`src/verilog/xr_defs.svh`:
```
`ifndef XR_DEFS_SVH
`define XR_DEFS_SVH

// memory address widths
`define XR_COLOR_AWIDTH 8
`define XR_TILE_AWIDTH 10
`define XR_COPP_AWIDTH 8

// area codes in address bits 15..13, bit 15 clear selects the registers
`define XR_AREA_COLOR 3'b100
`define XR_AREA_TILE 3'b101
`define XR_AREA_COPP 3'b110

// host select cycles before a forced acknowledge
`define XR_ACK_TIMEOUT 8

// copper target address that ends a program
`define XR_STOP_ADDR 16'hFFFF

`endif

```
`src/verilog/xr_pkg.sv`:
```
`default_nettype none

`include "xr_defs.svh"

package xr_pkg;

    // XR bus address and data word
    typedef logic [15:0] xr_addr_t;
    typedef logic [15:0] xr_word_t;

    // copper command, target address high and data low
    typedef logic [31:0] copp_word_t;

    // memory indexes
    typedef logic [`XR_COLOR_AWIDTH-1:0] color_addr_t;
    typedef logic [`XR_TILE_AWIDTH-1:0] tile_addr_t;
    typedef logic [`XR_COPP_AWIDTH-1:0] copp_addr_t;

    typedef enum logic [1:0] {
        IDLE,
        FETCH,
        DECODE,
        WRITE
    } copp_state_t;

    typedef enum logic {
        OFF,
        RUN
    } vid_state_t;

endpackage

`default_nettype wire

```
`src/verilog/copper.sv`:
```
`default_nettype none

`include "xr_defs.svh"

module copper (
    input  wire logic               clk,
    input  wire logic               rst_n_i,
    input  wire logic               copp_en_i,
    input  wire xr_pkg::copp_addr_t copp_start_i,
    output logic                    copp_prog_sel_o,
    output xr_pkg::copp_addr_t      copp_prog_addr_o,
    input  wire xr_pkg::copp_word_t copp_prog_data_i,
    output logic                    copp_xr_sel_o,
    output xr_pkg::xr_addr_t        copp_xr_addr_o,
    output xr_pkg::xr_word_t        copp_xr_data_o,
    input  wire logic               copp_xr_ack_i,
    output logic                    copper_busy_o
);

    xr_pkg::copp_state_t state;
    xr_pkg::copp_addr_t  pc;
    xr_pkg::copp_word_t  cmd;
    logic                en_q;

    assign copp_prog_sel_o  = (state == xr_pkg::FETCH);
    assign copp_prog_addr_o = pc;
    assign copp_xr_sel_o    = (state == xr_pkg::WRITE);
    assign copp_xr_addr_o   = cmd[31:16];
    assign copp_xr_data_o   = cmd[15:0];
    assign copper_busy_o    = (state != xr_pkg::IDLE);

    always_ff @(posedge clk) begin
        if (!rst_n_i) begin
            state <= xr_pkg::IDLE;
            pc    <= '0;
            en_q  <= 1'b0;
        end else begin
            en_q <= copp_en_i;
            case (state)
                xr_pkg::IDLE: begin
                    // start only on a rising enable
                    if (copp_en_i && !en_q) begin
                        pc    <= copp_start_i;
                        state <= xr_pkg::FETCH;
                    end
                end
                xr_pkg::FETCH: begin
                    // clearing the enable aborts between commands
                    state <= copp_en_i ? xr_pkg::DECODE : xr_pkg::IDLE;
                end
                xr_pkg::DECODE: begin
                    if (copp_prog_data_i[31:16] == `XR_STOP_ADDR) begin
                        state <= xr_pkg::IDLE;
                    end else begin
                        state <= xr_pkg::WRITE;
                    end
                end
                xr_pkg::WRITE: begin
                    if (copp_xr_ack_i) begin
                        pc    <= pc + xr_pkg::copp_addr_t'(1);
                        state <= xr_pkg::FETCH;
                    end
                end
                default: state <= xr_pkg::IDLE;
            endcase
        end
    end

    // program data is only valid in the cycle after the fetch strobe
    always_ff @(posedge clk) begin
        if (state == xr_pkg::DECODE) begin
            cmd <= copp_prog_data_i;
        end
    end

endmodule

`default_nettype wire

```
`config.mk`:
```
export PLATFORM = sky130hd
export DESIGN_NAME = copper
export DESIGN_NICKNAME = d
export VERILOG_FILES = /design/src/verilog/xr_pkg.sv /design/src/verilog/copper.sv
export VERILOG_INCLUDE_DIRS = /design/src /design/src/verilog
export SDC_FILE = /design/constraint.sdc
export NUM_CORES = 1
export LEC_CHECK = 0
export ABC_AREA = 0
export BUFFER_PORTS_ARGS = -buffer_cell sky130_fd_sc_hd__buf_2
export CORE_MARGIN = 3
export CORE_UTILIZATION = 40
export CTS_CLUSTER_DIAMETER = 200
export CTS_CLUSTER_SIZE = 40
export DETAILED_ROUTE_END_ITERATION = 6
export GPL_TIMING_DRIVEN = 0
export PLACE_DENSITY_LB_ADDON = 0.25
export SYNTH_ARGS = -nofsm -noshare
export SYNTH_HDL_FRONTEND = slang
export SYNTH_SLANG_ARGS = --single-unit
```
`constraint.sdc`:
```
create_clock -name clk -period 1.8 [get_ports clk]
set_input_delay 0.18 -clock clk [delete_from_list [all_inputs] [get_ports clk]]
set_output_delay 0.18 -clock clk [all_outputs]
set_load 0.05 [all_outputs]
```
# Word-level counts from Yosys, hierarchy flattened
# Cells that the tools add are included.
# classes
addsub	1
mul	0
div	0
order_cmp	0
n_eq_ne	6
shift	0
muxes	8
n_bitwise	0
reduce_logical	7
# ops
cell	count
16-bit == test, second input constant	1
8-bit 2-to-1 mux	2
8-bit one-hot mux with 2 select lines	1
8-bit by 1-bit adder with 8-bit output, second input constant	1
2-bit 2-to-1 mux	4
2-bit one-hot mux with 4 select lines	1
2-bit == test, second input constant	2
2-bit nonzero test	2
3-bit AND reduction	1
2-bit by 1-bit == test with 1-bit output, second input constant	1
2-bit zero test	1
2-bit by 1-bit != test with 1-bit output, second input constant	1
2-bit != test, second input constant	1
2-bit AND reduction	1
1-bit logical AND	1
1-bit zero test	1
# word_totals
regBits	43
latchBits	0
ramBits	0
romBits	0
input_bits	44
out_inout_bits	43
mem_count	0

# Logic depth before layout (Yosys ltp)
# logic_depth
depth_word	4
ltp_mapped	7

# Worst setup path after synthesis
# No wires, ideal clock.
# synth_timing
path_type	flip-flop to flip-flop
start	reg state[0]
end	reg state[1]
arrival_time_ns	1.760
setup_slack_ns	-0.019
stages_incl_launch_ff	6
n_path_buf	0
synth_period_minus_slack_ns	1.819
cell_sequence	dfxtp_1 -> inv_1 -> ha_1 -> o41ai_2 -> o22ai_1 -> a22o_1
# synth_via
elab_chain_len	3
word_cells_on_any_way	8
cone_classes	eq/ne: 5; mux: 1; reduce/logical: 2
# synth_lines
item	line_no	rtl
start, declared	copper.sv:20	xr_pkg::copp_state_t state;
start signal, assigned	copper.sv:34	state <= xr_pkg::IDLE;
start signal, assigned	copper.sv:44	state <= xr_pkg::FETCH;
start signal, assigned	copper.sv:49	state <= copp_en_i ? xr_pkg::DECODE : xr_pkg::IDLE;
2-bit == test or 2-bit zero test (tied branches)	copper.sv:39	case (state)
2-bit by 1-bit != test with 1-bit output (no line) or 2-bit != test (tied branches)	--	
2-bit AND reduction (no line)	--	
# Several ways; a longest one is shown, not always the timed one.
# A chain may end at the register's enable or synchronous reset.

# Worst setup path in the final report
# layout_timing
start	reg state[0]
end	out copper_busy_o
# layout_via
elab_chain_len	1
# layout_lines
item	line_no	rtl
2-bit nonzero test	copper.sv:30	assign copper_busy_o = (state != xr_pkg::IDLE);
end, declared	copper.sv:17	output logic copper_busy_o
# Every way passes these cells.

==> flow_summary.json <==
{
  "status": "completed",
  "rows": 23,
  "yosys.area.top_type": "edfxtp_1",
  "netlist_top_cells_area": "edfxtp_1 (56%), dfxtp_1 (13%), ha_1 (3.7%), o21ai_0 (2.3%), nand4_1 (1.8%)",
  "hold_ws_ns": 0.07143,
  "path_clk_slew_ns": 0.07,
  "muxShareOfSynthArea": 0.005865,
  "yosysUniqueCellTypes": 41,
  "syn-num-nets": 172,
  "rsz0062_at_grt": "no",
  "track_usage": 0.1561,
  "antenna_found_initial": 0,
  "cp-end-kind": "output port",
  "max_cap_violations": 0,
  "cp.arrival_ns": 1.40,
  "crit_slowest_cell": "dfxtp_1",
  "synth.most_common_cell": "edfxtp_1",
  "clk_latency_ns": 0.28,
  "synthFlopType": "edfxtp_1",
  "synth_compound_area_frac": 0.1422,
  "numClockSinks": 43,
  "critical_path_class": "reg -> out",
  "crit_path_start": "state[0]",
  "ant_nets": 0,
  "avgRoutedWirePerCell_um": 14.67,
  "synth_seq_cells": 43,
  "drive_gt1_frac": 0.4654,
  "path_cells": "inv_1 -> ha_1 -> inv_1 -> buf_2",
  "overflow": 0,
  "fp.dieH_um": 71.32,
  "r2r_start": "state[1]",
  "irDropWorstVdd_mv": 0.5029,
  "ys_seq_area_frac": 0.6921,
  "fin_nets": 265,
  "synth-edff-count": 32,
  "min_path_type": "in -> reg",
  "clock_path_buffers": 2,
  "max_freq_mhz": 632.4,
  "hpwl_mm": 3.025,
  "period_share": 0.8786,
  "r2r_cells": 6,
  "synthSimpleGateAreaFrac": 0.09824,
  "finalSetupViolations": 0,
  "cts_htree_levels": 2,
  "syn_to_final_growth_pct": 34.60,
  "slowest_delay_ns": 0.38,
  "postSynth.asyncResetShare": 0,
  "core-area_um2": 4058,
  "synth_area_per_cell_um2": 13.88,
  "synth_adder_area_share": 0.03666,
  "finalCriticalPeriod_ns": 1.581,
  "nFillCells": 338,
  "path_common_cell": "inv_1",
  "met2_usage": 0.2418,
  "tritoncts": "built",
  "die_area_um2": 5087,
  "finalSetupTns_ns": 0,
  "grt.met1_usage": 0.2093,
  "synth_top_family_by_area": "compound AO/OA/AOI/OAI gates",
  "synth_top_area_frac": 0.5630,
  "cp-start-kind": "flop",
  "grt_util_met3": 0.05330,
  "finClkSkew_ns": 0.007047,
  "grt_first_pass_wirelength_mm": 6.223,
  "syn_area_um2": 1707,
  "regToRegSetupSlack_ns": 0.22,
  "io_pins": 87,
  "drc": 0,
  "cts_root_buffer": "clkbuf_8",
  "initial_core_util": 0.4206,
  "static-leakage-power_nw": 0.9664,
  "synth_xor_area_frac": 0,
  "crit_fanout": 5,
  "grt_pass1_vias": 1261,
  "drt_iter0_drc": 90,
  "top_usage_layer": "met2",
  "vias": 1318,
  "cp.required_ns": 1.62,
  "finalHoldViolCount": 0,
  "yosys_warnings": 0,
  "cts_hold_buf": 0,
  "worst_slew_pin_slew_ns": 0.4597,
  "place.gp.congestion": 0.7631,
  "die_w_um": 71.32,
  "crit_end": "copper_busy_o",
  "slew_headroom": 0.6935,
  "io_buffer_count": 86,
  "r2r-end": "copp_prog_addr_o[5]",
  "cts_made_buffers": 5,
  "power_density_nw_per_um2": 930.5,
  "syn_inst": 123,
  "grt_max_degree": 34,
  "n_antenna_cell": 0,
  "slew_viol_final": 0,
  "firstDrtPassIters": 4,
  "viasPerCell": 4.936,
  "ys_top_cells_by_count": "edfxtp_1 (32), dfxtp_1 (11), nand2_1 (8), o21ai_0 (8)",
  "routed_wl_mm": 3.917
}
## registers in the layout, indices dropped and copies added (netlist names)
name and cells:
cmd 32, copp_prog_addr_o 8, state 2, en_q 1
## cell usage in the layout, fill, tap and decap left out, types with 2 or more instances in the layout
cell type / synthesis / final
buf_2: 1 / 87
edfxtp_1: 32 / 32
dfxtp_1: 11 / 11
o21ai_0: 8 / 8
nand2_1: 8 / 8
inv_1: 6 / 6
a21oi_1: 6 / 6
nand4_1: 5 / 5
clkbuf_8: 0 / 5
nor2_1: 4 / 4
nand3_1: 4 / 4
ha_1: 5 / 4
nand2b_1: 2 / 2
o211a_1: 2 / 2
clkbuf_1: 1 / 2
a21o_1: 2 / 2
## worst max-delay path, delay by kind of cell, from the launching register on
kind       cells  cell delay, ns
flops          1            0.38
buf+inv        3            0.53
fa+ha+maj      1            0.21
## where the power goes
group	switching, W	leakage [nW]	internal, W
logic	0.000281	0.546	0.000131
registers	0.0000404	0.379	0.00111
clock network	0.000307	0.0412	0.000271
## layer usage
metal / part of all wire / up-vias
met5: 0 / -
met1: 0.44 / 592
met2: 0.46 / 61
met4: 0.0097 / 0
met3: 0.088 / 4
li1: - / 661
## logic make-up after synthesis
| family | after synthesis |
|---|---|
| DFF | 43 |
| AOI/OAI and AO/OA | 34 |
| and+or+nand+nor | 31 |
| buffers and inverters | 9 |
| adders and majority gates | 5 |
| muxes | 1 |
## cell type report
class	instances	area (um^2)	share of cell area
plain buffers	3	20.02	0.008715
inverters	6	22.52	0.009804
well taps	50	62.56	0.02723
clock inverters	2	12.51	0.005447
flip-flops and latches	43	1181	0.5142
repair buffers	86	430.4	0.1874
clock buffers	6	72.57	0.03159
multi-input cells	71	495.5	0.2157
## worst min-delay path by stage
| stage | start | endpoint | slack [ns] | depth (start not counted) |
|---|---|---|---|---|
| final | copp_prog_data_i[11] | cmd[11] | 0.07 | 1 |
| after global routing | copp_prog_data_i[11] | cmd[11] | 0.04 | 1 |
| after CTS | copp_prog_data_i[13] | cmd[13] | 0.06 | 1 |
| after detailed placement | copp_prog_data_i[13] | cmd[13] | 0.36 | 1 |
| after global placement | copp_prog_data_i[15] | cmd[15] | 0.36 | 1 |
| after floorplan | copp_prog_data_i[0] | cmd[0] | 0.28 | 0 |
## metrics by stage
stage / area, um^2 / std cells / power [W] / setup slack [ns] / util
4_1_cts: 2287 / 267 / 0.002151 / 0.1024 / 0.5637
3_5_place_dp: 2202 / 259 / 0.001578 / 0.1173 / 0.5427
6_report: 2297 / 267 / 0.002138 / 0.2186 / 0.5661
3_3_place_gp: 2202 / 259 / 0.001573 / 0.1373 / 0.5427
2_1_floorplan: 1709 / 123 / 0.001449 / 0.04841 / -
5_1_grt: 2297 / 267 / 0.002247 / 0.08885 / 0.5661
## timing repair
item	4_1_cts	5_1_grt
setup endpoints to repair	0	1
setup buffers	0	0
resized for setup	0	1
Power figures use the tool's default switching activity.
