## config.mk

```make
export PLATFORM = sky130hd
export DESIGN_NAME = xr_regs
export DESIGN_NICKNAME = d
export VERILOG_FILES = /design/src/verilog/xr_pkg.sv /design/src/verilog/xr_regs.sv
export VERILOG_INCLUDE_DIRS = /design/src /design/src/verilog
export SDC_FILE = /design/constraint.sdc
export NUM_CORES = 1
export LEC_CHECK = 0
export BUFFER_PORTS_ARGS = -buffer_cell sky130_fd_sc_hd__buf_2
export CORE_MARGIN = 3
export CORE_UTILIZATION = 30
export DETAILED_ROUTE_END_ITERATION = 10
export SYNTH_ARGS = -nofsm -noshare
export SYNTH_HDL_FRONTEND = slang
export SYNTH_SLANG_ARGS = --single-unit
```

## constraint.sdc

```tcl
create_clock -name clk -period 3.55 [get_ports clk]
set_input_delay 0.71 -clock clk [delete_from_list [all_inputs] [get_ports clk]]
set_output_delay 0.71 -clock clk [all_outputs]
set_load 0.01 [all_outputs]
```

## src/verilog/xr_defs.svh

```systemverilog
`ifndef XR_DEFS_SVH
`define XR_DEFS_SVH

// memory address widths
`define XR_COLOR_AWIDTH 8
`define XR_TILE_AWIDTH 10
`define XR_COPP_AWIDTH 8

// area codes in address bits 15..13, bit 15 clear selects the registers
`define XR_AREA_COLOR 3'b100
`define XR_AREA_TILE 3'b101
`define XR_AREA_COPP 3'b110

// host select cycles before a forced acknowledge
`define XR_ACK_TIMEOUT 8

// copper target address that ends a program
`define XR_STOP_ADDR 16'hFFFF

`endif

```

## src/verilog/xr_pkg.sv

```systemverilog
`default_nettype none

`include "xr_defs.svh"

package xr_pkg;

    // XR bus address and data word
    typedef logic [15:0] xr_addr_t;
    typedef logic [15:0] xr_word_t;

    // copper command, target address high and data low
    typedef logic [31:0] copp_word_t;

    // memory indexes
    typedef logic [`XR_COLOR_AWIDTH-1:0] color_addr_t;
    typedef logic [`XR_TILE_AWIDTH-1:0] tile_addr_t;
    typedef logic [`XR_COPP_AWIDTH-1:0] copp_addr_t;

    typedef enum logic [1:0] {
        IDLE,
        FETCH,
        DECODE,
        WRITE
    } copp_state_t;

    typedef enum logic {
        OFF,
        RUN
    } vid_state_t;

endpackage

`default_nettype wire

```

## src/verilog/xr_regs.sv

```systemverilog
`default_nettype none

`include "xr_defs.svh"

module xr_regs (
    input  wire logic               clk,
    input  wire logic               rst_n_i,
    input  wire logic               xreg_wr_i,
    input  wire xr_pkg::xr_addr_t   xreg_addr_i,
    input  wire xr_pkg::xr_word_t   xreg_data_i,
    output xr_pkg::xr_word_t        xreg_data_o,
    output logic                    copp_en_o,
    output xr_pkg::copp_addr_t      copp_start_o,
    output logic                    vid_en_o,
    output xr_pkg::xr_word_t        vid_len_o
);

    // 0 copper control, 1 video control, 2 video length, 3..7 scratch
    xr_pkg::xr_word_t regs [8];

    always_ff @(posedge clk) begin
        if (!rst_n_i) begin
            for (int i = 0; i < 8; i++) begin
                regs[i] <= '0;
            end
        end else if (xreg_wr_i) begin
            regs[xreg_addr_i[2:0]] <= xreg_data_i;
        end
    end

    assign xreg_data_o = regs[xreg_addr_i[2:0]];

    // copper enable in bit 0, start index above it
    assign copp_en_o    = regs[0][0];
    assign copp_start_o = regs[0][`XR_COPP_AWIDTH:1];

    assign vid_en_o  = regs[1][0];
    assign vid_len_o = regs[2];

endmodule

`default_nettype wire

```

* Word-level counts from Yosys, hierarchy flattened *
Memory sizes are Yosys's and may differ from the RTL's.
Cells that the tools add are included.

operators by class
  muxes and demuxes = 7
  reductions and logical operators = 1

operators by type and width
  cell                 count
  16-bit 2-to-1 mux    1
  16-bit OR reduction  1
  1-bit 2-to-1 mux     5
  3-bit 2-to-1 mux     1

storage, ports and cells
  output and inout bits = 42
  memories kept = 1
  word-level logic and storage cells = 9
  bits of input ports = 35
  memory bits (writable) = 128
  bits in registers = 0

memories
  name  depth  bits a word  rd ports  clocked after Yosys merged registers in  write ports  RTL line       RTL
  regs  8      16           4         0                                        8            xr_regs.sv:19  xr_pkg::xr_word_t regs [8];

* Logic depth before layout (Yosys ltp) *
Gate-level depths: netlist of the first run.

  depth in word-level cells = 5
  gate-level depth with buffers = 6
  gate-level depth less buffers = 3

* Least setup slack after synthesis of the first run *
No wires, ideal clock.

  path kind = input-to-reg
  from = input xreg_addr_i[0]
  to = memory regs[4][0] (netlist bit), enable pin
  arrival = 2.360 ns
  library setup time = 0.411 ns
  data required time = 3.139 ns
  stages = 3
  slack = 0.779 ns
  buffers on the path = 1
  cells stage by stage = buf_6 > or2_2 > o21ai_0

RTL lines
  what             RTL line       RTL
  start, declared  xr_regs.sv:9   input wire xr_pkg::xr_addr_t xreg_addr_i,
  end, declared    xr_regs.sv:19

* Final worst setup path of the first run *
  from = input xreg_addr_i[2]
  to = output xreg_data_o[14]

on the way
  cells in the longest elaborated chain, start to end = 1

RTL lines
  what                    RTL line       RTL
  memory read 8 x 16 bit  --
  end, declared           xr_regs.sv:11  output xr_pkg::xr_word_t xreg_data_o,

Every way passes these cells.

==> results.ini, run 1 <==
[status]
run_status = finished clean

[setup_path]
cp_max_fo = 30
critPathArrivalTime_ps = 2270
crit_required_ps = 2840
critPathCaptureType = output pin
critPathKind = in -> out
cp-start-kind = primary input

[clock_tree]
hold_buffers = 0
ctsResizeCount = 0
cts_root_buffer = clkbuf_16
cts_sinks = 128
post_cts_buffers = 0
cts_made_buffers = 17
cts.clk_slew.worst_paths_ps = 60
cts-htree-levels = 4
cts_tree = done
clock_path_buffers = 2

[sta]
worst_slew_pin_slew_ps = 862
hold_violations = 0
finalCritPeriodShare_pct = 83.9
grt_setup_unrepaired = false
fin_crit_ps = 2980
setup_viol = 0
max_freq_mhz = 336
maxSlewHeadroom_pct = 42.5
slew_violations = 0
setup_tns_ps = 0

[floorplan]
rows = 50
pin_count = 77
die_h_um = 147
die_width_um = 147
core_region_area_mm2 = 0.0191
die-area_mm2 = 0.0215
start_util_pct = 31.1

[place]
place_hpwl_um = 9180
portBuffers = 63
gp_congestion = 0.741

[logic_synthesis]
synth_fp_nets = 394
synth_area_mm2 = 0.00594
ys_types = 24
synth-seq-cells = 128
synth_warnings = 0
synth.avg_cell_area_um2 = 16.5
synth_top_area_cell = edfxtp_1
synth_edf_count = 128
synthTopCellsByCount = and2_1, edfxtp_1, mux4_1
synth_top_cell_area_share_pct = 64.7
syn_inst = 359
yosys-top-cells-area = edfxtp_1, and2_1, mux4_1, mux2_2, mux4_2
async_flop_share_pct = 0
synth_ff_type = edfxtp_1
ys_seq_area_share_pct = 64.7

[pwr]
leakage_nw = 2.68
power.density_mw_per_mm2 = 518
peakVddDrop_v = 0.000359
p_total_w = 0.00370

[drt]
wl_met2_um = 6760
top_layer_used = met5
wl_per_cell_um = 19.7
route.detailed.drc = 0
drt_iter0_drc = 332
ant_nets = 0
via_per_inst = 4.66
met3_length_um = 1120
routedLengthMet1_um = 5970
drt-total-wl_um = 14100
drtPass1Iterations = 4
vias = 3320

[hold_path]
hp-class = in -> reg

[global_routing]
grt_pass1_vias = 3536
grt_pass1_wl_um = 21700
grt_overflow = 0
grt_antenna_before_repair = 1
grt_use_total_pct = 13.7
grt_max_degree = 36

[layout]
fill_cells = 1817
reg_top3 = regs (128)
drive_above_1_share_pct = 30.5
ff_latch_area_mm2 = 0.00384
nNetsFinal = 475
regMostFlops = regs
area_growth_pct = 20.5
largest_reg_flops = 128
antenna_cells = 0
multi_input_area_mm2 = 0.00193

[job]
drv_cap = 0

path summary, 6_finish.rpt:
| check | startpoint | to | slack, ps | cells after the start |
|---|---|---|---|---|
| setup / recovery | xreg_addr_i[2] | xreg_data_o[14] | 570 | 5 |
| hold / removal | xreg_data_i[7] | regs[0][7]$_SDFFCE_PN0P_ | 660 | 2 |
worst max-delay path, cell delays in order:
cell and delay [ps]:
buf_2 590, mux2i_1 270, o32ai_1 110, or3_1 420, buf_2 160
power breakdown:
group          switching (W)  internal [W]
clock network       0.000590       0.00101
registers          0.0000281       0.00176
logic               0.000172      0.000144
through the flow:
stage / area (um^2) / hold slack [ps] / setup WS, ps / std cells / utilization (%)
3_5_place_dp: 6620 / 1080 / 562 / 681 / 34.7
4_1_cts: 7150 / 648 / 566 / 713 / 37.5
6_report: 7150 / 658 / 570 / 713 / 37.5
2_1_floorplan: 5940 / 908 / 779 / 359 / -
5_1_grt: 7150 / 658 / 475 / 713 / 37.5
3_3_place_gp: 6620 / 1070 / 547 / 681 / 34.7
layout by cell type (no fill, tap or decap):
cell type,instances
and2_1,128
edfxtp_1,128
buf_2,63
buf_4,25
mux4_1,23
clkbuf_16,17
mux2_2,15
nor2_1,7
mux4_2,7
clkinv_1,7
o21ai_1,6
clkbuf_1,4
nand2_1,3
mux2i_1,3
o21ai_2,2
nor2_2,2
clkinv_2,2
bufinv_16,2
o32ai_1,1
or2b_1,1
nand2b_1,1
or2_2,1
o22ai_1,1
or3_1,1
nand3_1,1
nand3b_4,1
buf_12,1
final cells by class:
class | count | area share (%)
Clock buffer | 21 | 6.16
Clock inverter | 11 | 1.35
Multi-Input combinational cell | 204 | 26.9
Sequential cell | 128 | 53.7
Tap cell | 260 | 4.55
Timing Repair Buffer | 89 | 7.31
cells by family after synthesis:
family / synth area share [%]
DFF: 64.7
AOI/OAI and AO/OA: 0.927
buffers and inverters: 2.97
and+or+nand+nor: 15.2
muxes: 16.2
metal layers:
layer | track usage [%] | up-vias
met5 | 0 | -
met4 | 4.37 | 2
met3 | 4.32 | 17
met2 | 22.0 | 114
met1 | 17.8 | 1673
li1 | - | 1514
(Power assumes the default switching activity.)
==> run 2: changes to the inputs <==
==> constraint.sdc (replaced) <==
create_clock -name clk -period 2.45 [get_ports clk]
set_input_delay 0.49 -clock clk [delete_from_list [all_inputs] [get_ports clk]]
set_output_delay 0.49 -clock clk [all_outputs]
set_load 0.01 [all_outputs]
==> run 2 against run 1 <==
  * Via count up 0.18%
  * Routed wire length is 0.35% lower
  * Flip-flop and latch count did not move
  * Final cell count up 2.4%
  * Critical path depth is the same
  * Highest routed layer is now met4
==> results.ini, run 2 (synthesis results as in run 1) <==
[status]
run_status = finished clean

[pwr]
sw_frac_of_total_pct = 21.0  ; -0.29 points
power.internal_w = 0.00457  ; +57%
peakVddDrop_v = 0.000369  ; +2.8%
power.density_mw_per_mm2 = 781  ; +51%
power.share.combinational_pct = 8.3  ; -0.2 points
p_clk_share_pct = 47.0  ; +3.8 points
p_seq_share_pct = 44.7  ; -3.5 points
leakage_nw = 2.82  ; +5.1%
p_switching_w = 0.00122  ; +54%

[layout]
ff_latch_area_mm2 = 0.00384  ; unchanged
fill_cells = 1775  ; -2.3%
largest_reg_flops = 128  ; unchanged
drive_above_1_share_pct = 35.1  ; +4.6 points
multi_input_area_mm2 = 0.00193  ; unchanged
fin_util_pct = 38.9  ; +1.4 points
nNetsFinal = 492  ; +3.6%
regMostFlops = regs
layout_common_cells = and2_1, edfxtp_1, buf_2, buf_4, mux4_1
antenna_cells = 0  ; unchanged
reg_top3 = regs (128)
area_growth_pct = 24.8

[sta]
slew_violations = 0  ; unchanged
fin_ws_ps = 67.0  ; -503 ps
max_freq_mhz = 420
setup_viol = 0  ; unchanged
maxSlewHeadroom_pct = 53.5  ; +11 points
hold_violations = 0  ; unchanged
worst_slew_pin_slew_ps = 695  ; -167 ps
grt_setup_unrepaired = false
finalCritPeriodShare_pct = 97.3
fin_crit_ps = 2380

[global_routing]
grt_pass1_vias = 3550  ; +0.40%
grt_antenna_before_repair = 0  ; -1
grt_use_total_pct = 13.5  ; -0.26 points
grt_pass1_wl_um = 21600  ; -0.51%
grt_overflow = 0  ; unchanged
grt_max_degree = 22  ; -39%

[setup_path]
startpoint = xreg_addr_i[0]
crit_path_max_incr_delay_ps = 620  ; +30 ps
crit_required_ps = 1960  ; -880 ps
critPathArrivalTime_ps = 1890  ; -380 ps
slowest_stage = mux4_1
crit_chain = buf_2 > buf_12 > mux4_1 > mux2_2 > buf_2
critPathKind = in -> out
cp-start-kind = primary input
cp_max_fo = 21  ; -30%
critPathCaptureType = output pin
cpMostUsedCell = buf_2

[clock_tree]
ctsResizeCount = 0  ; unchanged
post_cts_buffers = 0  ; unchanged
cts_sinks = 128  ; unchanged
clock_path_buffers = 2  ; unchanged
hold_buffers = 0  ; unchanged
cts_tree = done
cts.clk_slew.worst_paths_ps = 60  ; about the same
cts_made_buffers = 17  ; unchanged
cts_root_buffer = clkbuf_16
cts-htree-levels = 4  ; unchanged

[drt]
via_per_inst = 4.56  ; -2.2%
drtPass1Iterations = 4  ; unchanged
drt_iter0_drc = 234  ; -30%
vias = 3326  ; +0.18%
route.detailed.drc = 0  ; unchanged
wl_per_cell_um = 19.2  ; -2.7%
drt-total-wl_um = 14000  ; -0.35%
ant_nets = 0  ; unchanged

[floorplan]
die-area_mm2 = 0.0215  ; unchanged
die_width_um = 147  ; unchanged
die_h_um = 147  ; unchanged
rows = 50  ; unchanged
start_util_pct = 31.1  ; unchanged
core_region_area_mm2 = 0.0191  ; unchanged
pin_count = 77  ; unchanged

[hold_path]
worstHoldPathCells = 2  ; unchanged
min_to = regs[1][5]$_SDFFCE_PN0P_
min_from = xreg_data_i[5]
hp-class = in -> reg

[place]
dp_slack_ps = 62.8  ; -499 ps
gp_congestion = 0.785  ; +5.9%
place_hpwl_um = 9420  ; +2.5%
portBuffers = 63  ; unchanged

[job]
drv_cap = 0  ; unchanged

==> run 2: changes by cell type in the layout (fill, tap and decap cells not counted), sizes merged <==
cell	previous run	this run
buf	89	106
clkbuf	21	17
bufinv	2	5
clkinvlp	0	3
clkinv	9	7
==> run 2: how the worst max path moves through the flow <==
stage / to / slack [ps] / depth (start not counted)
2_1_floorplan: regs[4][0]$_SDFFCE_PN0P_ / -100 / 3
3_3_place_gp: xreg_data_o[13] / 60 / 5
4_1_cts: xreg_data_o[13] / 60 / 5
3_5_place_dp: xreg_data_o[13] / 60 / 5
5_1_grt: xreg_data_o[13] / 30 / 5
6_report: xreg_data_o[13] / 70 / 5
==> run 2: critical path, delay by kind of cell <==
family,cells,cell delay (ps)
multiplexers,2,900
buffers and inverters,3,470
==> run 2: power groups by stage <==
stage | sequential (W) | clock, W | combinational, W
after floorplan | 0.00263 | 0 | 0.000265
after global placement | 0.00262 | 0 | 0.000486
after detailed placement | 0.00263 | 0 | 0.000488
after CTS | 0.00259 | 0.00277 | 0.000490
after global routing | 0.00260 | 0.00286 | 0.000519
final | 0.00259 | 0.00272 | 0.000478
==> run 2: stage by stage <==
stage	cells	total power, W	area, um^2	TNS (ps)	hold slack [ps]
global placement	698	0.00311	6770	0	845
CTS	730	0.00585	7410	0	405
finish	730	0.00579	7410	0	424
global route	730	0.00598	7410	0	423
floorplan	359	0.00289	5940	-4780	688
detailed placement	698	0.00312	6770	0	850
==> run 2: routing by layer <==
layer  part of all wire (%)  GRT usage, %  vias up  wire (um)
met2                     52          22.9       76       7270
met1                     42          16.8     1690       5940
met4                    1.7          5.13        0        233
li1                       -             -     1545          -
met5                      0             0        -          0
met3                    4.0          3.02       15        567
==> run 2: area by class of cell <==
type / instances / share of cell area [%]
clock buffers: 17 / 5.74
clock inverters: 15 / 2.94
multi-input cells: 204 / 26.0
flip-flops and latches: 128 / 51.8
well taps: 260 / 4.39
repair buffers: 106 / 9.11
==> run 3: changes to the inputs <==
--- a/config.mk
+++ b/config.mk
@@ -10,6 +10,7 @@
 export CORE_MARGIN = 3
 export CORE_UTILIZATION = 30
 export DETAILED_ROUTE_END_ITERATION = 10
+export REMOVE_ABC_BUFFERS = 1
 export SYNTH_ARGS = -nofsm -noshare
 export SYNTH_HDL_FRONTEND = slang
 export SYNTH_SLANG_ARGS = --single-unit
==> constraint.sdc (replaced) <==
create_clock -name clk -period 2.7 [get_ports clk]
set_input_delay 0.54 -clock clk [delete_from_list [all_inputs] [get_ports clk]]
set_output_delay 0.54 -clock clk [all_outputs]
set_load 0.01 [all_outputs]
==> run 3 against run 2 <==
  * Final area is 2.5% lower
  * Worst setup slack improved by 170 ps
  * Via count grew 0.60%
  * Final cell count down 1.1%
  * Non-clock buffer count is 5 lower
  * Combinational power decreased by 9.2%
  * Total power shrank 17%
  * Highest routed layer is now met5
==> results.ini, run 3 (synthesis results as in run 1) <==
[floorplan]
core_region_area_mm2 = 0.0191  ; unchanged
die-area_mm2 = 0.0215  ; unchanged
rows = 50  ; unchanged
start_util_pct = 31.1  ; unchanged
die_width_um = 147  ; unchanged
pin_count = 77  ; unchanged
die_h_um = 147  ; unchanged

[clock_tree]
cts_sinks = 128  ; unchanged
clock_path_buffers = 2  ; unchanged
cts_tree = done
post_cts_buffers = 0  ; unchanged
cts.clk_slew.worst_paths_ps = 50  ; about the same
ctsResizeCount = 0  ; unchanged
cts_root_buffer = clkbuf_16
hold_buffers = 0  ; unchanged
cts_made_buffers = 17  ; unchanged
cts-htree-levels = 4  ; unchanged

[place]
place_hpwl_um = 9550  ; +1.4%
dp.cells = 693  ; -0.72%
gp_congestion = 0.753  ; -4.1%
portBuffers = 63  ; unchanged
dp_slack_ps = 234  ; +171 ps

[layout]
finalNonFillerCells = 722  ; -1.1%
drive_above_1_share_pct = 33.1  ; -2.0 points
area_growth_pct = 21.7
fill_cells = 1789  ; +0.79%
largest_reg_flops = 128  ; unchanged
nNetsFinal = 487  ; -1.0%
antenna_cells = 0  ; unchanged
regMostFlops = regs
layout_common_cells = and2_1, edfxtp_1, buf_2, buf_4, mux4_1
reg_top3 = regs (128)

[global_routing]
grt_antenna_before_repair = 1  ; +1
use_met2_pct = 23.4  ; +0.55 points
grt_use_met3_pct = 4.57  ; +1.5 points
busiest_layer = met2
grt_max_degree = 22  ; unchanged
grt_use_met1_pct = 17.2  ; +0.39 points
grt_pass1_vias = 3566  ; +0.45%
grt_use_total_pct = 13.9  ; +0.41 points
grt_overflow = 0  ; unchanged
grt_pass1_wl_um = 21600  ; about the same

[setup_path]
critPathKind = in -> out
critPathCaptureType = output pin
cpMostUsedCell = buf_2
crit_path_max_incr_delay_ps = 590  ; -30 ps
cp-start-kind = primary input
critPathArrivalTime_ps = 1920  ; +30 ps
cp_max_fo = 14  ; -33%
crit_required_ps = 2160  ; +200 ps
slowest_stage = mux4_1
crit_chain = buf_2 > buf_12 > mux4_1 > mux2_2 > buf_2

[drt]
route.detailed.drc = 0  ; unchanged
ant_nets = 0  ; unchanged
wl_per_cell_um = 20.2  ; +5.4%
drt-total-wl_um = 14600  ; +4.2%
drt_iter0_drc = 289  ; +24%
via_per_inst = 4.63  ; +1.7%
drtPass1Iterations = 4  ; unchanged
vias = 3346  ; +0.60%

[sta]
worst_slew_pin_slew_ps = 807  ; +112 ps
grt_setup_unrepaired = false
maxSlewHeadroom_pct = 46.1  ; -7.3 points
setup_tns_ps = 0  ; unchanged
finalCritPeriodShare_pct = 91.1
holdWs_ps = 479  ; +54.1 ps
slew_violations = 0  ; unchanged
setup_viol = 0  ; unchanged
hold_violations = 0  ; unchanged
fin_ws_ps = 241  ; +174 ps
fin_crit_ps = 2460
max_freq_mhz = 407

[pwr]
power.density_mw_per_mm2 = 661  ; -15%
leakage_nw = 2.73  ; -3.1%
peakVddDrop_v = 0.000447  ; +21%

[job]
drv_cap = 0  ; unchanged

[hold_path]
hp-class = in -> reg

[status]
run_status = finished clean

-- run 3: changes by cell type in the layout (fill, tap and decap cells not counted), sizes merged --
cell,delta
buf,-5
bufinv,-4
clkbuf,+2
clkinvlp,-2
clkinv,+1
-- run 3: final cells by class --
cell class                 count  area (um^2)  area share [%]
clock inverter                10         73.8            1.02
clock buffer                  19          433            5.99
sequential                   128         3840            53.2
tap                          260          325            4.50
timing repair buffer         101          626            8.66
multi-input combinational    204         1930            26.6
-- run 3: final timing paths --
check | start | endpoint | slack (ps) | cells past startpoint
max | xreg_addr_i[0] | xreg_data_o[3] | 240 | 5
min | xreg_data_i[12] | regs[2][12]$_SDFFCE_PN0P_ | 480 | 2
-- run 3: per-stage QoR --
stage	power (W)	area, um^2	util, %
4_1_cts	0.00483	7230	37.9
2_1_floorplan	0.00259	5760	-
3_5_place_dp	0.00283	6720	35.2
6_report	0.00478	7230	37.9
3_3_place_gp	0.00282	6720	35.2
5_1_grt	0.00495	7230	37.9
-- run 3: worst max-delay path, delay by kind of cell --
| kind | cells | cell delay [ps] |
|---|---|---|
| multiplexers | 2 | 900 |
| buffers and inverters | 3 | 470 |
-- run 3: where the power goes --
| group | internal [W] | switching, W | total, W |
|---|---|---|---|
| Sequential | 0.00231 | 0.0000342 | 0.00235 |
| Combinational | 0.000202 | 0.000232 | 0.000434 |
| Clock | 0.00123 | 0.000770 | 0.00200 |
| Total | 0.00374 | 0.00104 | 0.00478 |
-- run 3: routing by layer --
layer / share of wire (%) / vias to the layer above
met5: 0.089 / -
met4: 0.59 / 2
met3: 7.0 / 11
met2: 51 / 109
met1: 42 / 1690
li1: - / 1534
