[src/verilog/xr_defs.svh]
`ifndef XR_DEFS_SVH
`define XR_DEFS_SVH

// memory address widths
`define XR_COLOR_AWIDTH 8
`define XR_TILE_AWIDTH 10
`define XR_COPP_AWIDTH 8

// area codes in address bits 15..13, bit 15 clear selects the registers
`define XR_AREA_COLOR 3'b100
`define XR_AREA_TILE 3'b101
`define XR_AREA_COPP 3'b110

// host select cycles before a forced acknowledge
`define XR_ACK_TIMEOUT 8

// copper target address that ends a program
`define XR_STOP_ADDR 16'hFFFF

`endif

[src/verilog/xr_pkg.sv]
`default_nettype none

`include "xr_defs.svh"

package xr_pkg;

    // XR bus address and data word
    typedef logic [15:0] xr_addr_t;
    typedef logic [15:0] xr_word_t;

    // copper command, target address high and data low
    typedef logic [31:0] copp_word_t;

    // memory indexes
    typedef logic [`XR_COLOR_AWIDTH-1:0] color_addr_t;
    typedef logic [`XR_TILE_AWIDTH-1:0] tile_addr_t;
    typedef logic [`XR_COPP_AWIDTH-1:0] copp_addr_t;

    typedef enum logic [1:0] {
        IDLE,
        FETCH,
        DECODE,
        WRITE
    } copp_state_t;

    typedef enum logic {
        OFF,
        RUN
    } vid_state_t;

endpackage

`default_nettype wire

[src/verilog/video_fetch.sv]
`default_nettype none

`include "xr_defs.svh"

module video_fetch (
    input  wire logic                clk,
    input  wire logic                rst_n_i,
    input  wire logic                vid_en_i,
    input  wire xr_pkg::xr_word_t    vid_len_i,
    output logic                     tile_sel_o,
    output xr_pkg::tile_addr_t       tile_addr_o,
    input  wire xr_pkg::xr_word_t    tile_data_i,
    output logic                     color_sel_o,
    output xr_pkg::color_addr_t      color_addr_o,
    input  wire xr_pkg::xr_word_t    colora_data_i,
    input  wire xr_pkg::xr_word_t    colorb_data_i,
    output xr_pkg::xr_word_t         pixel_o,
    output xr_pkg::xr_word_t         pixel_b_o,
    output logic                     pixel_valid_o
);

    xr_pkg::vid_state_t state;
    xr_pkg::tile_addr_t tile_idx;
    xr_pkg::xr_word_t   tile_next;

    // stage 1 reads a tile every cycle while running
    assign tile_sel_o  = (state == xr_pkg::RUN);
    assign tile_addr_o = tile_idx;
    assign tile_next   = 16'(tile_idx) + 16'd1;

    // stage 2 looks up the low byte of last cycle's tile word
    assign color_addr_o = tile_data_i[`XR_COLOR_AWIDTH-1:0];

    // stage 3 takes both colors straight from the table outputs
    assign pixel_o   = colora_data_i;
    assign pixel_b_o = colorb_data_i;

    always_ff @(posedge clk) begin
        if (!rst_n_i) begin
            state         <= xr_pkg::OFF;
            tile_idx      <= '0;
            color_sel_o   <= 1'b0;
            pixel_valid_o <= 1'b0;
        end else begin
            color_sel_o   <= tile_sel_o;
            pixel_valid_o <= color_sel_o;
            if (state == xr_pkg::OFF) begin
                tile_idx <= '0;
                if (vid_en_i && vid_len_i != '0) begin
                    state <= xr_pkg::RUN;
                end
            end else begin
                if (!vid_en_i) begin
                    state <= xr_pkg::OFF;
                end
                // wrap after the last tile
                if (tile_next >= vid_len_i) begin
                    tile_idx <= '0;
                end else begin
                    tile_idx <= tile_next[`XR_TILE_AWIDTH-1:0];
                end
            end
        end
    end

endmodule

`default_nettype wire

[config.mk]
export PLATFORM = sky130hd
export DESIGN_NAME = video_fetch
export DESIGN_NICKNAME = d
export VERILOG_FILES = /design/src/verilog/xr_pkg.sv /design/src/verilog/video_fetch.sv
export VERILOG_INCLUDE_DIRS = /design/src /design/src/verilog
export SDC_FILE = /design/constraint.sdc
export NUM_CORES = 1
export LEC_CHECK = 0
export BUFFER_PORTS_ARGS = -buffer_cell sky130_fd_sc_hd__buf_2
export CAP_MARGIN = 20
export CORE_MARGIN = 1
export CORE_UTILIZATION = 32
export DETAILED_ROUTE_END_ITERATION = 8
export PLACE_DENSITY = 0.75
export SETUP_SLACK_MARGIN = 0.4
export SLEW_MARGIN = 15
export SYNTH_ARGS = -nofsm -noshare
export SYNTH_HDL_FRONTEND = slang
export SYNTH_SLANG_ARGS = --single-unit
[constraint.sdc]
create_clock -name clk -period 2.3 [get_ports clk]
set_input_delay 0 -clock clk [delete_from_list [all_inputs] [get_ports clk]]
set_output_delay 0 -clock clk [all_outputs]
set_load 0.01 [all_outputs]
# --- After elaboration in Yosys (flattened, before gate mapping) ---
# Index checks and enable logic that the tools add are counted.
op_classes:
  addsub: 1
  reduce_logical: 3
  muxes: 3
  n_lt_le_gt_ge: 1
  n_bitwise: 2
ops:
  columns: ["operator", "n"]
  rows:
  - [">= comparator 11 x 16 -> 1 bit", 1]
  - ["nonzero test 16 bit", 1]
  - ["adder 10 x 1 -> 11 bit (second input constant)", 1]
  - ["2-to-1 mux 1 bit", 3]
  - ["OR reduction 3 bit", 1]
  - ["NOT 1 bit", 2]
  - ["logical AND 1 bit", 1]
word_totals:
  ff_bits: 13
  output_inout_bits: 53

# --- Longest topological paths before layout ---
# Gate-level depths: netlist (run 1).
depth:
  depth_word: 4
  ltp_mapped: 10
  mapped_depth_nobuf: 10

# --- Worst setup path before layout (run 1) ---
# No wires, ideal clock.
synth_path:
  kind: "reg2reg"
  from: "register tile_idx[0], in the netlist tile_addr_o[0]"
  to: "register tile_idx[1], in the netlist tile_addr_o[1]"
  required_time_ns: 2.156
  arrival_ns: 2.428
  stages_incl_launch_ff: 11
  synth_period_minus_slack_ns: 2.572
  setup_time_ns: 0.144
  path_slack_ns: -0.272
  path_buffers: 0
  cell_sequence: "dfxtp_1 -> ha_1 -> and4_1 -> and4_1 -> xnor2_1 -> inv_1 -> ha_1 -> nand3_1 -> or3_1 -> a22oi_4 -> nor4b_1"
synth_between:
  elab_chain_cells: 3
synth_rtl:
  columns: ["element", "line_no", "rtl"]
  rows:
  - ["start: declaration", "video_fetch.sv:23", "xr_pkg::tile_addr_t tile_idx;"]
  - ["start signal: assignment", "video_fetch.sv:60", "tile_idx <= tile_next[`XR_TILE_AWIDTH-1:0];"]
  - ["adder 10 x 1 -> 11 bit", "video_fetch.sv:29", "assign tile_next = 16'(tile_idx) + 16'd1;"]
  - ["named net tile_next[8]", "video_fetch.sv:24", "xr_pkg::xr_word_t tile_next;"]
  - [">= comparator 11 x 16 -> 1 bit", "video_fetch.sv:57", "if (tile_next >= vid_len_i) begin"]
  - ["OR reduction 3 bit (no source line)", null, null]
# The timed path passes the listed nets, and every way through them passes these cells.
# A chain may end at the register's enable or synchronous reset.

# --- Final worst setup path (run 1) ---
layout_path:
  from: "register tile_idx[1], in the netlist tile_addr_o[1]"
  to: "register tile_idx[6], in the netlist tile_addr_o[6]"
# The elaborated chain is that of the path after synthesis.

==> results of run 1 <==
-- area by class of cell --
| cell class | count | area [um^2] | area share, % |
|---|---|---|---|
| Timing Repair Buffer | 49 | 329 | 23.3 |
| Inverter | 19 | 71.3 | 5.05 |
| Sequential cell | 13 | 270 | 19.1 |
| Tap cell | 46 | 57.6 | 4.08 |
| Multi-Input combinational cell | 68 | 638 | 45.2 |
| Clock buffer | 4 | 45.0 | 3.19 |
-- metrics by stage --
stage	cells	utilization (%)	setup WS (ns)	cell area [um^2]	hold WS, ns
after floorplan	140	-	-0.0300	1230	0.0918
after global placement	189	35.7	-0.0847	1230	0.0000686
after detailed placement	189	35.7	-0.144	1230	0.0000686
after CTS	196	38.7	-0.0946	1330	0.0000686
after global routing	199	41.0	-0.250	1410	0.0000151
final	199	41.0	-0.140	1410	0.00000363
-- registers in the layout, summed over array words and instances (netlist names) --
register	cells
tile_addr_o	10
color_sel_o	1
pixel_valid_o	1
tile_sel_o	1
-- final timing paths --
path | start | end | slack [ns] | depth (start not counted)
max | tile_addr_o[1]$_SDFF_PP0_ | tile_addr_o[6]$_SDFF_PP0_ | -0.14 | 11
min | colora_data_i[2] | pixel_o[2] | 0.000004 | 0
max reg2reg | tile_addr_o[1]$_SDFF_PP0_ | tile_addr_o[6]$_SDFF_PP0_ | -0.14 | 11
min reg2reg | color_sel_o$_SDFF_PN0_ | pixel_valid_o$_SDFF_PN0_ | 0.47 | 1
-- cell families after synthesis --
kind of cell	after synthesis	share of synthesized area, %
AOI/OAI and AO/OA	10	9.75
xor gates and xnor gates	8	5.87
adders and majority gates	12	12.6
buffers and inverters	59	31.1
DFF	13	21.8
and+or+nand+nor	38	18.9
-- synthesized netlist by cell type, drive strengths merged --
cell,number
a2111oi,1
a211oi,2
a21o,2
a21oi,2
a22oi,1
and2,1
and4,2
buf,40
dfxtp,13
ha,12
inv,19
nand2,6
nand3,5
nand4,3
nor2,3
nor2b,1
nor3,3
nor4,12
nor4b,1
o211a,1
o211ai,1
or3,1
xnor2,5
xor2,3
-- worst reg2reg max path: stages, from the launching register on --
cell       delay (ns)
dfxtp_4          0.37
ha_4             0.13
and4_4           0.21
and4_1           0.20
xnor2_1          0.14
inv_1            0.06
ha_1             0.29
nand3_2          0.09
or3_4            0.35
a22oi_4          0.23
clkbuf_16        0.19
nor4_1           0.04
-- metal layers --
metal | up-vias | routed length, um
met2 | 22 | 1300
met4 | 0 | 53
met3 | 12 | 152
met5 | - | 0
li1 | 468 | -
met1 | 439 | 1190
-- what timing repair did --
action / in CTS / in global routing
pin swaps: 2 / 2
endpoints found under the hold margin: 2 / 0
hold buffers: 2 / 0
gates resized for setup: 4 / 7
setup buffers: 1 / 2
gates cloned: 0 / 1
setup endpoints to repair: 10 / 10
-- power groups by stage --
stage	registers [mW]	logic [mW]	clock network (mW)
floorplan	0.241	0.108	0
global placement	0.238	0.0736	0
detailed placement	0.238	0.0752	0
CTS	0.233	0.0839	0.210
global route	0.233	0.104	0.223
finish	0.233	0.0944	0.207
==> metrics.yaml, run 1 <==
outcome:
  outcome: "finished, violations left"
  violations: "negative setup slack"
critical_path:
  cp-start-kind: "flip-flop"
  crit_chain: "ha_4 -> and4_4 -> and4_1 -> xnor2_1 -> inv_1 -> ha_1 -> nand3_2 -> or3_4 -> a22oi_4 -> clkbuf_16 -> nor4_1"
  arrival_ns: 2.55
  crit_required_ns: 2.41
  slowest_delay_ns: 0.37
  crit_type: "reg -> reg"
  path_buf_inv: 2
  crit_fanout: 5
  critPathCaptureType: "flip-flop"
  crit_family: "simple AND/OR/NAND/NOR gates"
  crit_path_top_delay_cell: "dfxtp_4"
power:
  powerDensity_nw_per_um2: 379
  internal_power_mw: 0.402
  clock_power_share_pct: 38.8
  p_leak_nw: 0.714
  comb_power_share_pct: 17.7
  switching_power_mw: 0.133
  p_total_mw: 0.535
  p_seq_share_pct: 43.5
  ir_drop_mv: 0.138
  swShare_pct: 24.8
synthesis:
  syn_area_per_cell_um2: 8.53
  yosysSeqAreaShare_pct: 21.8
  synth_nets: 219
  netlist_instances: 140
  yosys-top-cells-area: "buf_4 (25%), dfxtp_1 (22%), ha_1 (13%)"
  ys_ff_latch: 13
  yosysUniqueCellTypes: 27
  ys_warn_count: 0
  yosys.area.top_type: "buf_4"
  synth_top_area_share_pct: 25.2
  synth_area_um2: 1190
clock_tree:
  numCtsBuffers: 3
  clkLatencyLatePin_ns: 0.24
  ctsHtreeMaxLevel: 1
  root_buffer: "clkbuf_8"
  cts_buffer_depth: 2
  cts_tree: "yes"
  clk_pin_slew_ns: 0.06
  clock_sinks: 13
global_routing:
  gr-usage-met3_pct: 3.62
  grt_pass1_wl_um: 4190
  busiest_layer: "met2"
  gr-usage-met2_pct: 22.6
  grt_max_degree: 11
  grt_pass1_vias: 923
  gr-usage-all-layers_pct: 13.6
  antenna_found_initial: 0
  grt.met1_usage_pct: 16.3
  grt-ovfl-total: 0
timing:
  hold_viol_final: 0
  final.setup.worst_slack_ns: -0.140
  timing.setup.tns_ns: -1.21
  drv_slew: 0
  grt_setup_unrepaired: "yes"
  setup_viol: 10
  fin_crit_sh_pct: 106
  max_freq_mhz: 410
  maxSlewHeadroom_pct: 64.6
  period_needed_ns: 2.44
  worstMarginPinSlew_ns: 0.529
  clock_skew_ns: 0.00459
placed_design:
  portBuffers: 31
  gp_congestion: 0.836
  hpwl_um: 2040
die:
  die_height_um: 63.1
  rows: 21
  die_area_um2: 3980
  core_area_um2: 3440
  start_util_pct: 34.7
  die_width_um: 63.1
  ioPinCount: 120
routing:
  routed_wl_um: 2700
  drc: 0
  ant_nets: 0
  wl_per_cell_um: 13.6
  first_iter_violations: 37
  vias: 941
  viasPerCell: 4.73
  firstDrtPassIters: 4
cells_and_area:
  drive_above_1_share_pct: 46.4
  fillers: 349
  diodes: 0
  area_delta_synth_final_pct: 18.2
  layout.cells.most_common: "buf_2"
  final_cell_mix: "buf_2 (31), inv_1 (19), buf_4 (13)"
  nets: 233
flow_run:
  timing.max_cap.violations: 0
hold_path:
  hold_class: "in -> out"
Note: power is estimated with default switching activity, not from simulation.
==> run 2, diff against run 1 <==
--- a/config.mk
+++ b/config.mk
@@ -9,9 +9,9 @@
 export BUFFER_PORTS_ARGS = -buffer_cell sky130_fd_sc_hd__buf_2
 export CAP_MARGIN = 20
 export CORE_MARGIN = 1
-export CORE_UTILIZATION = 32
+export CORE_UTILIZATION = 35
 export DETAILED_ROUTE_END_ITERATION = 8
-export PLACE_DENSITY = 0.75
+export PLACE_DENSITY = 0.78
 export SETUP_SLACK_MARGIN = 0.4
 export SLEW_MARGIN = 15
 export SYNTH_ARGS = -nofsm -noshare
==> constraint.sdc (replaced) <==
create_clock -name clk -period 2.6 [get_ports clk]
set_input_delay 0 -clock clk [delete_from_list [all_inputs] [get_ports clk]]
set_output_delay 0 -clock clk [all_outputs]
set_load 0.01 [all_outputs]
==> run 2 against run 1 <==
The run now ends clean. Hold slack about the same. Clock-buffer cell count is the same. Critical path depth is the same. Global-route usage up 2.4 points. Combinational power is 4.1% lower. Largest cell class unchanged. Largest power group unchanged. Highest routed layer unchanged.
==> metrics.yaml, run 2 (synthesis results as in run 1) <==
routing:
  drt-met1-wl_um: 1300  # was 1190 um
  highest_layer: "met4"  # unchanged
  wl_met3_um: 151  # was 152 um
  ant_nets: 0  # unchanged
  first_iter_violations: 26  # was 37
  vias: 964  # was 941
  drc: 0  # unchanged
  viasPerCell: 4.84  # was 4.73
  routed-wl-met2_um: 1540  # was 1300 um
  firstDrtPassIters: 5  # was 4
  wl_per_cell_um: 15.1  # was 13.6 um
  routed_wl_um: 3010  # was 2700 um
timing:
  maxSlewHeadroom_pct: 76.4  # was 64.6%
  timing.setup.tns_ns: 0  # was -1.21 ns
  fin_hold_ws_ns: 0.00000328  # was 0.00000363 ns
  fin_crit_sh_pct: 93.1  # was 106%
  drv_slew: 0  # unchanged
  max_freq_mhz: 413  # was 410 MHz
  setup_viol: 0  # was 10
  clock_skew_ns: 0.00947  # was 0.00459 ns
  hold_viol_final: 0  # unchanged
  period_needed_ns: 2.42  # was 2.44 ns
  grt_setup_unrepaired: "yes"  # unchanged
  worstMarginPinSlew_ns: 0.355  # was 0.529 ns
cells_and_area:
  fin_util_pct: 49.8  # was 41.0%
  fillers: 307  # was 349
  nets: 235  # was 233
  layout.cells.most_common: "buf_2"  # unchanged
  final_cell_area_um2: 1570  # was 1410 um^2
  area_delta_synth_final_pct: 31.7  # was 18.2%
  drive_above_1_share_pct: 60.0  # was 46.4%
  largest_reg_flops: 10  # unchanged
  final_cell_mix: "buf_2 (31), inv_1 (18), buf_4 (9)"  # was buf_2 (31), inv_1 (19), buf_4 (13)
  diodes: 0  # unchanged
  instances_no_fill: 199  # unchanged
die:
  die_height_um: 60.4  # was 63.1 um
  die_width_um: 60.4  # was 63.1 um
  die_area_um2: 3650  # was 3980 um^2
  core_area_um2: 3150  # was 3440 um^2
  ioPinCount: 120  # unchanged
  start_util_pct: 37.9  # was 34.7%
  rows: 20  # was 21
clock_tree:
  clkLatencyLatePin_ns: 0.29  # was 0.24 ns
  clk_pin_slew_ns: 0.09  # was 0.06 ns
  root_buffer: "clkbuf_4"  # was clkbuf_8
  ctsHtreeMaxLevel: 1  # unchanged
  cts_buffer_depth: 2  # unchanged
  cts_tree: "yes"  # unchanged
  numCtsBuffers: 3  # unchanged
  clock_sinks: 13  # unchanged
placed_design:
  gp_congestion: 0.787  # was 0.836
  place_inst: 178  # was 189
  portBuffers: 31  # unchanged
  hpwl_um: 1780  # was 2040 um
  detailed_place.area_um2: 1160  # was 1230 um^2
global_routing:
  grt_pass1_vias: 1003  # was 923
  grt_max_degree: 11  # unchanged
  antenna_found_initial: 0  # unchanged
  grt_pass1_wl_um: 4320  # was 4190 um
  grt-ovfl-total: 0  # unchanged
  gr-usage-all-layers_pct: 16.0  # was 13.6%
critical_path:
  crit_fanout: 5  # unchanged
  critPathCaptureType: "flip-flop"  # unchanged
  cp-start-kind: "flip-flop"  # unchanged
  arrival_ns: 2.58  # was 2.55 ns
  crit_type: "reg -> reg"  # unchanged
  crit_required_ns: 2.76  # was 2.41 ns
flow_run:
  timing.max_cap.violations: 0  # unchanged
power:
  comb_power_share_pct: 21.0  # was 17.7%
  ir_drop_mv: 0.131  # was 0.138 mV
  p_leak_nw: 0.752  # was 0.714 nW
  internal_power_mw: 0.309  # was 0.402 mW
  p_seq_share_pct: 47.8  # was 43.5%
  powerDensity_nw_per_um2: 274  # was 379 nW/um^2
  swShare_pct: 28.3  # was 24.8%
  clock_power_share_pct: 31.3  # was 38.8%
  switching_power_mw: 0.122  # was 0.133 mW
hold_path:
  hold_class: "in -> out"  # unchanged
outcome:
  outcome: "completed"  # was finished, violations left
-- run 2: layout make-up --
cell class / instances / area, um^2 / share of cell area [%]
Tap cell: 44 / 55.1 / 3.50
Inverter: 19 / 71.3 / 4.54
Clock buffer: 4 / 26.3 / 1.67
Timing Repair Buffer: 51 / 343 / 21.8
Multi-Input combinational cell: 68 / 803 / 51.1
Sequential cell: 13 / 273 / 17.4
-- run 2: routing by layer --
layer  vias up  GRT usage [%]
met2        23           27.2
met4         0           6.98
li1        465              -
met1       472           19.1
met5         -              0
met3         4           4.05
-- run 2: final timing paths --
kind | endpoint | depth (start not counted) | slack, ns | start
max | tile_addr_o[5]$_SDFF_PP0_ | 11 | 0.18 | tile_addr_o[0]$_SDFF_PP0_
min | pixel_o[2] | 0 | 0.000003 | colora_data_i[2]
max reg2reg | tile_addr_o[5]$_SDFF_PP0_ | 11 | 0.18 | tile_addr_o[0]$_SDFF_PP0_
min reg2reg | pixel_valid_o$_SDFF_PN0_ | 1 | 0.47 | color_sel_o$_SDFF_PN0_
-- run 2: power by group through the flow --
stage | registers [mW] | logic, mW | clock network, mW
floorplan | 0.213 | 0.0951 | 0
global placement | 0.211 | 0.0605 | 0
detailed placement | 0.212 | 0.0617 | 0
CTS | 0.206 | 0.0772 | 0.134
global route | 0.207 | 0.100 | 0.147
finish | 0.206 | 0.0905 | 0.135
-- run 2: what timing repair did --
item / CTS / global route
pin swaps: 5 / 10
gates cloned: 0 / 2
endpoints found under the hold margin: 2 / 0
hold buffers: 3 / 0
setup buffers: 9 / 3
resized for setup: 5 / 42
endpoints found under the setup margin: 10 / 10
-- run 2: stage by stage --
step / power [mW] / setup slack, ns
after floorplan: 0.308 / 0.270
after global placement: 0.272 / 0.0996
after detailed placement: 0.274 / 0.0592
after CTS: 0.417 / 0.192
after global routing: 0.453 / 0.0802
final: 0.431 / 0.178
-- run 2: critical path: stages, from the launching register on --
cell,delay (ns)
dfxtp_4,0.38
buf_4,0.12
nand3_4,0.14
nor3_4,0.19
xnor2_2,0.16
inv_1,0.11
ha_4,0.29
nand4_1,0.13
buf_4,0.17
a2111oi_4,0.35
buf_6,0.20
nor4_2,0.05
==> run 3, diff against run 2 <==
--- a/config.mk
+++ b/config.mk
@@ -8,10 +8,12 @@
 export LEC_CHECK = 0
 export BUFFER_PORTS_ARGS = -buffer_cell sky130_fd_sc_hd__buf_2
 export CAP_MARGIN = 20
+export CORE_ASPECT_RATIO = 2
 export CORE_MARGIN = 1
-export CORE_UTILIZATION = 35
+export CORE_UTILIZATION = 27
 export DETAILED_ROUTE_END_ITERATION = 8
-export PLACE_DENSITY = 0.78
+export PLACE_DENSITY = 0.63
+export REMOVE_ABC_BUFFERS = 1
 export SETUP_SLACK_MARGIN = 0.4
 export SLEW_MARGIN = 15
 export SYNTH_ARGS = -nofsm -noshare
==> run 3 against run 2 <==
The flow now finishes with violations (negative hold slack). Hold slack worse by 0.0027 ns. Clock power up 41%. Final area down 10%. Cell count up 1.5%. Sequential share of layout area up 1.8 points. Worst setup slack worse by 0.0099 ns. Critical path depth up 1. Largest cell class unchanged.
==> metrics.yaml, run 3 (synthesis results as in run 1) <==
global_routing:
  grt_pass1_wl_um: 7050  # was 4320 um
  gr-usage-all-layers_pct: 22.7  # was 16.0%
  grt_pass1_vias: 1022  # was 1,003
  busiest_layer: "met2"  # unchanged
  antenna_found_initial: 0  # unchanged
  grt-ovfl-total: 0  # unchanged
  grt_max_degree: 11  # unchanged
  grt.met1_usage_pct: 13.5  # was 19.1%
  gr-usage-met3_pct: 22.6  # was 4.05%
  gr-usage-met2_pct: 43.8  # was 27.2%
critical_path:
  worst_r2r_endpoint: "tile_addr_o[0]$_SDFF_PP0_"  # was tile_addr_o[5]$_SDFF_PP0_
  crit_path_top_delay_cell: "dfxtp_2"  # was dfxtp_4
  crit_chain: "ha_4 -> and4_4 -> and4_4 -> xnor2_2 -> inv_2 -> ha_4 -> nand3_2 -> or3_4 -> a22oi_4 -> buf_6 -> buf_12 -> nor4_1"  # was buf_4 -> nand3_4 -> nor3_4 -> xnor2_2 -> inv_1 -> ha_4 -> nand4_1 -> buf_4 -> a2111oi_4 -> buf_6 -> nor4_2
  arrival_ns: 2.55  # was 2.58 ns
  reg2regPathDepth: 12  # was 11
  worstReg2RegStart: "tile_addr_o[1]$_SDFF_PP0_"  # was tile_addr_o[0]$_SDFF_PP0_
  r2r_slack_ns: 0.17  # was 0.18 ns
  crit_start: "tile_addr_o[1]$_SDFF_PP0_"  # was tile_addr_o[0]$_SDFF_PP0_
  crit_fanout: 5  # unchanged
  crit_required_ns: 2.71  # was 2.76 ns
  crit_type: "reg -> reg"  # unchanged
  slowest_delay_ns: 0.35  # was 0.38 ns
  critPathCaptureType: "flip-flop"  # unchanged
  cp-start-kind: "flip-flop"  # unchanged
power:
  ir_drop_mv: 0.174  # was 0.131 mV
  powerDensity_nw_per_um2: 345  # was 274 nW/um^2
  p_leak_nw: 0.703  # was 0.752 nW
routing:
  vias: 1002  # was 964
  viasPerCell: 4.96  # was 4.84
  ant_nets: 0  # unchanged
  firstDrtPassIters: 5  # unchanged
  drc: 0  # unchanged
  routed_wl_um: 5060  # was 3010 um
  first_iter_violations: 45  # was 26
  wl_per_cell_um: 25.0  # was 15.1 um
clock_tree:
  clk_pin_slew_ns: 0.06  # was 0.09 ns
  root_buffer: "clkbuf_8"  # was clkbuf_4
  cts_tree: "yes"  # unchanged
  cts_buffer_depth: 2  # unchanged
  clkLatencyLatePin_ns: 0.25  # was 0.29 ns
  numCtsBuffers: 3  # unchanged
  clock_sinks: 13  # unchanged
  ctsHtreeMaxLevel: 1  # unchanged
cells_and_area:
  instances_no_fill: 202  # was 199
  fin_util_pct: 33.9  # was 49.8%
  drive_above_1_share_pct: 50.0  # was 60.0%
  area_delta_synth_final_pct: 18.4  # was 31.7%
  layout.cells.most_common: "buf_2"  # unchanged
  fillers: 431  # was 307
  diodes: 0  # unchanged
  largest_reg_flops: 10  # unchanged
  final_cell_mix: "buf_2 (31), inv_1 (18), nor4_1 (12)"  # was buf_2 (31), inv_1 (18), buf_4 (9)
  nets: 230  # was 235
timing:
  hold_viol_final: 1  # was 0
  clock_skew_ns: 0.00262  # was 0.00947 ns
  fin_crit_sh_pct: 93.5  # was 93.1%
  drv_slew: 0  # unchanged
  maxSlewHeadroom_pct: 66.1  # was 76.4%
  period_needed_ns: 2.43  # was 2.42 ns
  worstMarginPinSlew_ns: 0.506  # was 0.355 ns
  timing.setup.tns_ns: 0  # unchanged
  max_freq_mhz: 411  # was 413 MHz
  grt_setup_unrepaired: "yes"  # unchanged
  fin_hold_ws_ns: -0.00274  # was 0.00000328 ns
  setup_viol: 0  # unchanged
  final.setup.worst_slack_ns: 0.168  # was 0.178 ns
hold_path:
  holdCritStartpoint: "rst_n_i"  # was colora_data_i[2]
  hold_depth: 2  # was 0
  hold_class: "in -> reg"  # was in -> out
  hold_end: "pixel_valid_o$_SDFF_PN0_"  # was pixel_o[2]
placed_design:
  gp_congestion: 0.852  # was 0.787
  hpwl_um: 4310  # was 1780 um
  dpl_worst_slack_ns: -0.0549  # was 0.0592 ns
  place_inst: 189  # was 178
  portBuffers: 31  # unchanged
die:
  start_util_pct: 28.6  # was 37.9%
  core_area_um2: 4170  # was 3150 um^2
  die_height_um: 96.0  # was 60.4 um
  die_area_um2: 4710  # was 3650 um^2
  die_width_um: 49.0  # was 60.4 um
  rows: 33  # was 20
  ioPinCount: 120  # unchanged
flow_run:
  timing.max_cap.violations: 0  # unchanged
outcome:
  violations: "negative hold slack"
  outcome: "finished, violations left"  # was completed
[run 3: cell count changes in the layout (fill, tap and decap cells not counted), moves of 3 or more]
cell      change
nor4_2        -3
buf_6         -7
clkbuf_4      -3
nor4_1        +5
ha_4          -3
ha_1          +3
clkbuf_8      +3
[run 3: repair_timing]
action                                  CTS  global route
hold buffers                              1             0
setup buffers                             6             1
gates resized for setup                  19             6
gates cloned                              1             0
endpoints found under the setup margin   10            10
endpoints found under the hold margin     1             0
pin swaps                                10             0
[run 3: worst max-delay path by stage]
| stage | to | depth (start not counted) |
|---|---|---|
| finish | tile_addr_o[0]$_SDFF_PP0_ | 12 |
| global route | tile_addr_o[7]$_SDFF_PP0_ | 12 |
| CTS | tile_addr_o[3]$_SDFF_PP0_ | 12 |
| detailed placement | tile_addr_o[9]$_SDFF_PP0_ | 10 |
| global placement | tile_addr_o[9]$_SDFF_PP0_ | 10 |
| floorplan | tile_addr_o[1]$_SDFF_PP0_ | 10 |
[run 3: final cells by class]
class / instances / area, um^2 / area share [%]
Tap cell: 52 / 65.1 / 4.60
Clock buffer: 4 / 45.0 / 3.19
Sequential cell: 13 / 272 / 19.2
Inverter: 19 / 71.3 / 5.04
Multi-Input combinational cell: 68 / 642 / 45.4
Timing Repair Buffer: 46 / 319 / 22.6
[run 3: layer usage]
layer / routed length, um / vias to the layer above
met2: 2740 / 108
met3: 1140 / 7
met4: 72 / 0
li1: - / 453
met1: 1100 / 434
met5: 0 / -
[run 3: through the flow]
stage	area, um^2	total power, mW
final	1410	0.488
after global routing	1410	0.512
after CTS	1390	0.486
after detailed placement	1160	0.275
after global placement	1160	0.273
after floorplan	893	0.242
[run 3: critical path, delay by kind of cell (launching register included)]
| kind | cells | cell delay (ns) |
|---|---|---|
| xor+xnor | 1 | 0.13 |
| simple gates | 5 | 0.93 |
| buf+inv | 3 | 0.30 |
| flops | 1 | 0.35 |
| compound gates | 1 | 0.18 |
| fa+ha+maj | 2 | 0.40 |
[run 3: where the power goes]
part           switching [mW]  internal (mW)
Sequential            0.00310          0.203
Combinational          0.0416         0.0497
Clock                  0.0818          0.109
